File: config.mk
export PLATFORM = sky130hd
export DESIGN_NAME = csr_apb_if
export DESIGN_NICKNAME = d
export VERILOG_FILES = /design/src/csr_pkg.sv /design/src/csr_apb_if.sv
export VERILOG_INCLUDE_DIRS = /design/src
export SDC_FILE = /design/constraint.sdc
export NUM_CORES = 1
export LEC_CHECK = 0
export BUFFER_PORTS_ARGS = -buffer_cell sky130_fd_sc_hd__buf_4
export CAP_MARGIN = 20
export CORE_AREA = 2 2 63 65
export CTS_CLUSTER_DIAMETER = 30
export DETAILED_ROUTE_END_ITERATION = 12
export DIE_AREA = 0 0 65 67
export PLACE_DENSITY_LB_ADDON = 0.25
export SLEW_MARGIN = 0
export SYNTH_ARGS = -nofsm -noshare
export SYNTH_HDL_FRONTEND = slang
export SYNTH_SLANG_ARGS = --single-unit
File: constraint.sdc
create_clock -name clk -period 1.2 [get_ports clk]
set_input_delay 0.3 -clock clk [delete_from_list [all_inputs] [get_ports clk]]
set_output_delay 0.3 -clock clk [all_outputs]
set_load 0.05 [all_outputs]
File: src/csr_defines.svh
`ifndef CSR_DEFINES_SVH
`define CSR_DEFINES_SVH

// csr address width, as seen on paddr
`define CSR_ADDR_W 12

// apb data bus width
`define CSR_DATA_W 32

// bits actually kept per register slot
`define CSR_STORE_W 12

// number of software visible slots
`define CSR_DEPTH 1024

// slot index, low address bits
`define CSR_INDEX_W 10

// width of cycle and instret counters
`define CSR_CNT_W 64

// risc-v user counter addresses
// low halves
`define CSR_CYCLE 12'hC00
`define CSR_INSTRET 12'hC02
// high halves
`define CSR_CYCLEH 12'hC80
`define CSR_INSTRETH 12'hC82

`endif

File: src/csr_pkg.sv
`include "csr_defines.svh"

package csr_pkg;

	// full csr address from the host
	typedef logic [`CSR_ADDR_W-1:0] csr_addr_t;

	// one apb data word
	typedef logic [`CSR_DATA_W-1:0] csr_data_t;

	// what a slot really holds
	typedef logic [`CSR_STORE_W-1:0] csr_store_t;

	// slot number inside the store
	// addresses alias on the bits above this
	typedef logic [`CSR_INDEX_W-1:0] csr_index_t;

	// cycle / instret counter value
	typedef logic [`CSR_CNT_W-1:0] csr_cnt_t;

	// apb transfer phase
	// idle: psel low
	// setup: psel high, penable low
	// access: psel and penable high
	typedef enum logic [1:0] {
		PH_IDLE,
		PH_SETUP,
		PH_ACCESS
	} apb_phase_t;

endpackage : csr_pkg

File: src/csr_apb_if.sv
`timescale 1ns/10ps

`include "csr_defines.svh"

module csr_apb_if (
	input  logic               clk,
	input  logic               reset,

	// apb slave side
	input  csr_pkg::csr_addr_t paddr,
	input  logic               psel,
	input  logic               penable,
	input  logic               pwrite,
	input  csr_pkg::csr_data_t pwdata,
	output csr_pkg::csr_data_t prdata,
	output logic               pready,
	output logic               pslverr,

	// read data from the store, already decoded from paddr
	input  csr_pkg::csr_data_t rd_data,

	// write request into the store
	output logic               wr_valid,
	output csr_pkg::csr_addr_t wr_addr,
	output csr_pkg::csr_data_t wr_data
);

	import csr_pkg::*;

	// phase seen on the bus in the previous cycle
	apb_phase_t phase;

	// phase the host is driving right now
	apb_phase_t bus_phase;

	// access cycle that followed a proper setup cycle
	logic access;

	// top two address bits both set -> read only region
	logic ro_addr;

	// decode the current bus phase from psel / penable
	always_comb begin
		if (!psel) begin
			bus_phase = PH_IDLE;
		end else if (!penable) begin
			bus_phase = PH_SETUP;
		end else begin
			bus_phase = PH_ACCESS;
		end
	end

	// track the host
	// the fsm simply records where the bus was last cycle
	always_ff @(posedge clk or posedge reset) begin
		if (reset) begin
			phase <= PH_IDLE;
		end else begin
			phase <= bus_phase;
		end
	end

	// access only counts right after setup
	// a host holding penable high gets no second completion
	assign access = (bus_phase == PH_ACCESS) && (phase == PH_SETUP);

	// no wait states, ready for the whole access cycle
	assign pready = access;

	// covers the counter addresses as well
	assign ro_addr = &paddr[`CSR_ADDR_W-1 -: 2];

	// writes to the read only region are refused
	// error instead of store write, never both
	assign pslverr  = access && pwrite && ro_addr;
	assign wr_valid = access && pwrite && !ro_addr;

	// address and data go through unchanged
	// store only acts on them when wr_valid is high
	assign wr_addr = paddr;
	assign wr_data = pwdata;

	// read data only during a read access, zero otherwise
	assign prdata = (access && !pwrite) ? rd_data : '0;

endmodule : csr_apb_if

==> reports/qor.txt <==
commonest non-fill, non-tap cells in the layout - buf_4 (44), and3_4 (30), buf_8 (30)
TritonCTS clock tree - built
Starting Density - 19.2%
VDD IR max - 0.000493 V
DRT antenna net count - 0
Final period util - 135%
status - complete, but fails checks
DRC - 0
Core Rows - 22
CTS Buf Count - 3
Initial DRC Count - 9
vias in the first global route - 851
Final Hold Violating Endpoints - 0
synthesized area per cell - 7.45 sq um
failing checks - setup timing
worst hold stages - 3
crit path max-delay cell type - dfrtp_1
DR pass1 iterations - 2
most common cell after layout, fill and taps aside - buf_4
final setup fails - 35
required time worst endpoint - 0.90 ns
GRT Resource Usage Total - 11.7%
post-synth cell types - 14
vias per inst - 4.44
num ports - 160
IO Port Bufs - 75
DRT Wirelength - 2650 microns
Largest regs - phase x2
Pleak - 0.720 nW
placed cell area - 1210 sq um
max reg flops - 2
hpwl dp - 2130 microns
Crit Path Max Fanout - 15
DIE AREA - 4360 sq um
worst slew pin tran - 0.178 ns
clock slew at reported path FFs - 0.03 ns
WP data arrival - 1.32 ns
Final Core Density - 42.2%
yosys warns - 0
deepest clock path buffer count - 2
WS Path Type - flop to output pin
Root Buffer - clkbuf_8
layout cells sized above 1 - 94.6%
FMAX - 0.616 GHz
setup ws final - -0.424 ns
Synth Net Count - 174
cell count after synthesis - 93
Cell Chain, Critical Path - nand4b_4, inv_4, buf_12, and3_2, buf_6
via count - 791
post-synth top area share - 47.7%
Slew HR - 88.1%
Tightest Hold Check Type - primary input to flop
DR WL/cell - 14.9 microns
H-tree depth - 1
Final nets - 213
Critical Path Max Stage Delay - 0.35 ns
fin area - 1520 sq um
fin crit period - 1.62 ns
Synth Register Bits - 2
pwr dens - 403 nW/um^2
WHS Endpoint - phase[1]
core area - 3610 sq um
diodes inserted - 0
DIE HEIGHT - 67 microns
Layout area overhead - 120%
multi-input gate area in the final layout - 422 sq um
Congestion Overflow GR - 0
die width - 65 microns
Worst setup EP type - output pin
ranking of synthesized cells by area - buf_4 (48%), and3_1 (29%), dfrtp_1 (7.2%), buf_6 (4.9%), nand4b_4 (3.4%)
largest net degree at the start of global routing - 20
# fillers - 349
hold path start - psel
Seq. cell area - 50.0 sq um
global-route wire length before repair - 3930 microns
unrepaired setup endpoints after global routing - true
register area share after synthesis - 7.22%
hold_ws - 0.431 ns
Final Max Tran Viols - 0
Startpoint Class - flop
# Max-Cap Violations - 0
initial antenna violation count - 0
Top reg by flops - phase
Synth area leader - buf_4
post-synthesis cell area - 693 sq um
Num Clock Sinks - 2
Final Wtd Congestion - 0.605
## report_power, final
part           internal [W]  switching, W   total, W  leakage, nW
Clock              0.000212     0.0000530   0.000265       0.0216
Combinational      0.000155      0.000120   0.000275        0.673
Sequential        0.0000715    0.00000185  0.0000733       0.0258
## cells in the mapped netlist
master,n
a211oi_1,1
and2_1,1
and2b_1,1
and3_1,32
buf_4,44
buf_6,3
clkbuf_1,3
dfrtp_1,2
inv_1,1
inv_2,1
inv_4,1
nand3_1,1
nand4b_4,1
nor2_1,1
## kinds of logic (layout without fill, tap and decap cells)
kind of cell    Yosys count  after routing  synth area share, %
buf+inv                  53             90                 56.1
simple gates             37             37                 35.6
compound gates            1              1                 1.08
flops                     2              2                 7.22
## layer usage
| layer | wire, microns | GRT usage [%] | part of all wire [%] | up-vias |
|---|---|---|---|---|
| li1 | - | - | - | 339 |
| met1 | 699 | 10.1 | 26 | 356 |
| met2 | 1460 | 22.7 | 55 | 70 |
| met3 | 350 | 4.05 | 13 | 26 |
| met4 | 132 | 7.98 | 5.0 | 0 |
| met5 | 0 | 0 | 0 | - |
## worst max-delay path: cells and delay by family (launching register included)
kind | cells | cell delay, ns
flip-flops | 1 | 0.35
buffers and inverters | 3 | 0.38
AND/OR/NAND/NOR | 2 | 0.38
## metrics by stage
stage | power, W | setup slack [ns] | TNS, ns | cells
2_1_floorplan | 0.000558 | -0.202 | -5.75 | 93
3_3_place_gp | 0.000324 | -0.230 | -7.47 | 173
3_5_place_dp | 0.000329 | -0.247 | -7.87 | 173
4_1_cts | 0.000622 | -0.442 | -14.77 | 178
5_1_grt | 0.000648 | -0.488 | -16.21 | 178
6_report | 0.000613 | -0.424 | -14.22 | 178
## final cells by class
| cell class | count | share of cell area [%] |
|---|---|---|
| clock buffer | 3 | 2.71 |
| tap | 48 | 3.94 |
| sequential | 2 | 3.29 |
| multi-input combinational | 38 | 27.7 |
| timing repair buffer | 84 | 61.5 |
| inverter | 3 | 0.904 |
## worst max-delay path by stage
stage / from / end / depth (start not counted)
5_1_grt: phase[1] / prdata[29] / 5
2_1_floorplan: phase[1] / prdata[19] / 4
3_3_place_gp: phase[1] / prdata[4] / 5
4_1_cts: phase[1] / prdata[28] / 5
3_5_place_dp: phase[1] / prdata[18] / 5
6_report: phase[1] / prdata[28] / 5
## timing repair
action,4_1_cts,5_1_grt
gates resized for setup,66,2
pin swaps,1,0
hold endpoints to repair,2,0
setup endpoints to repair,35,35
hold buffers,1,0
setup buffers,1,0
Note: power is estimated with default switching activity, not from simulation.
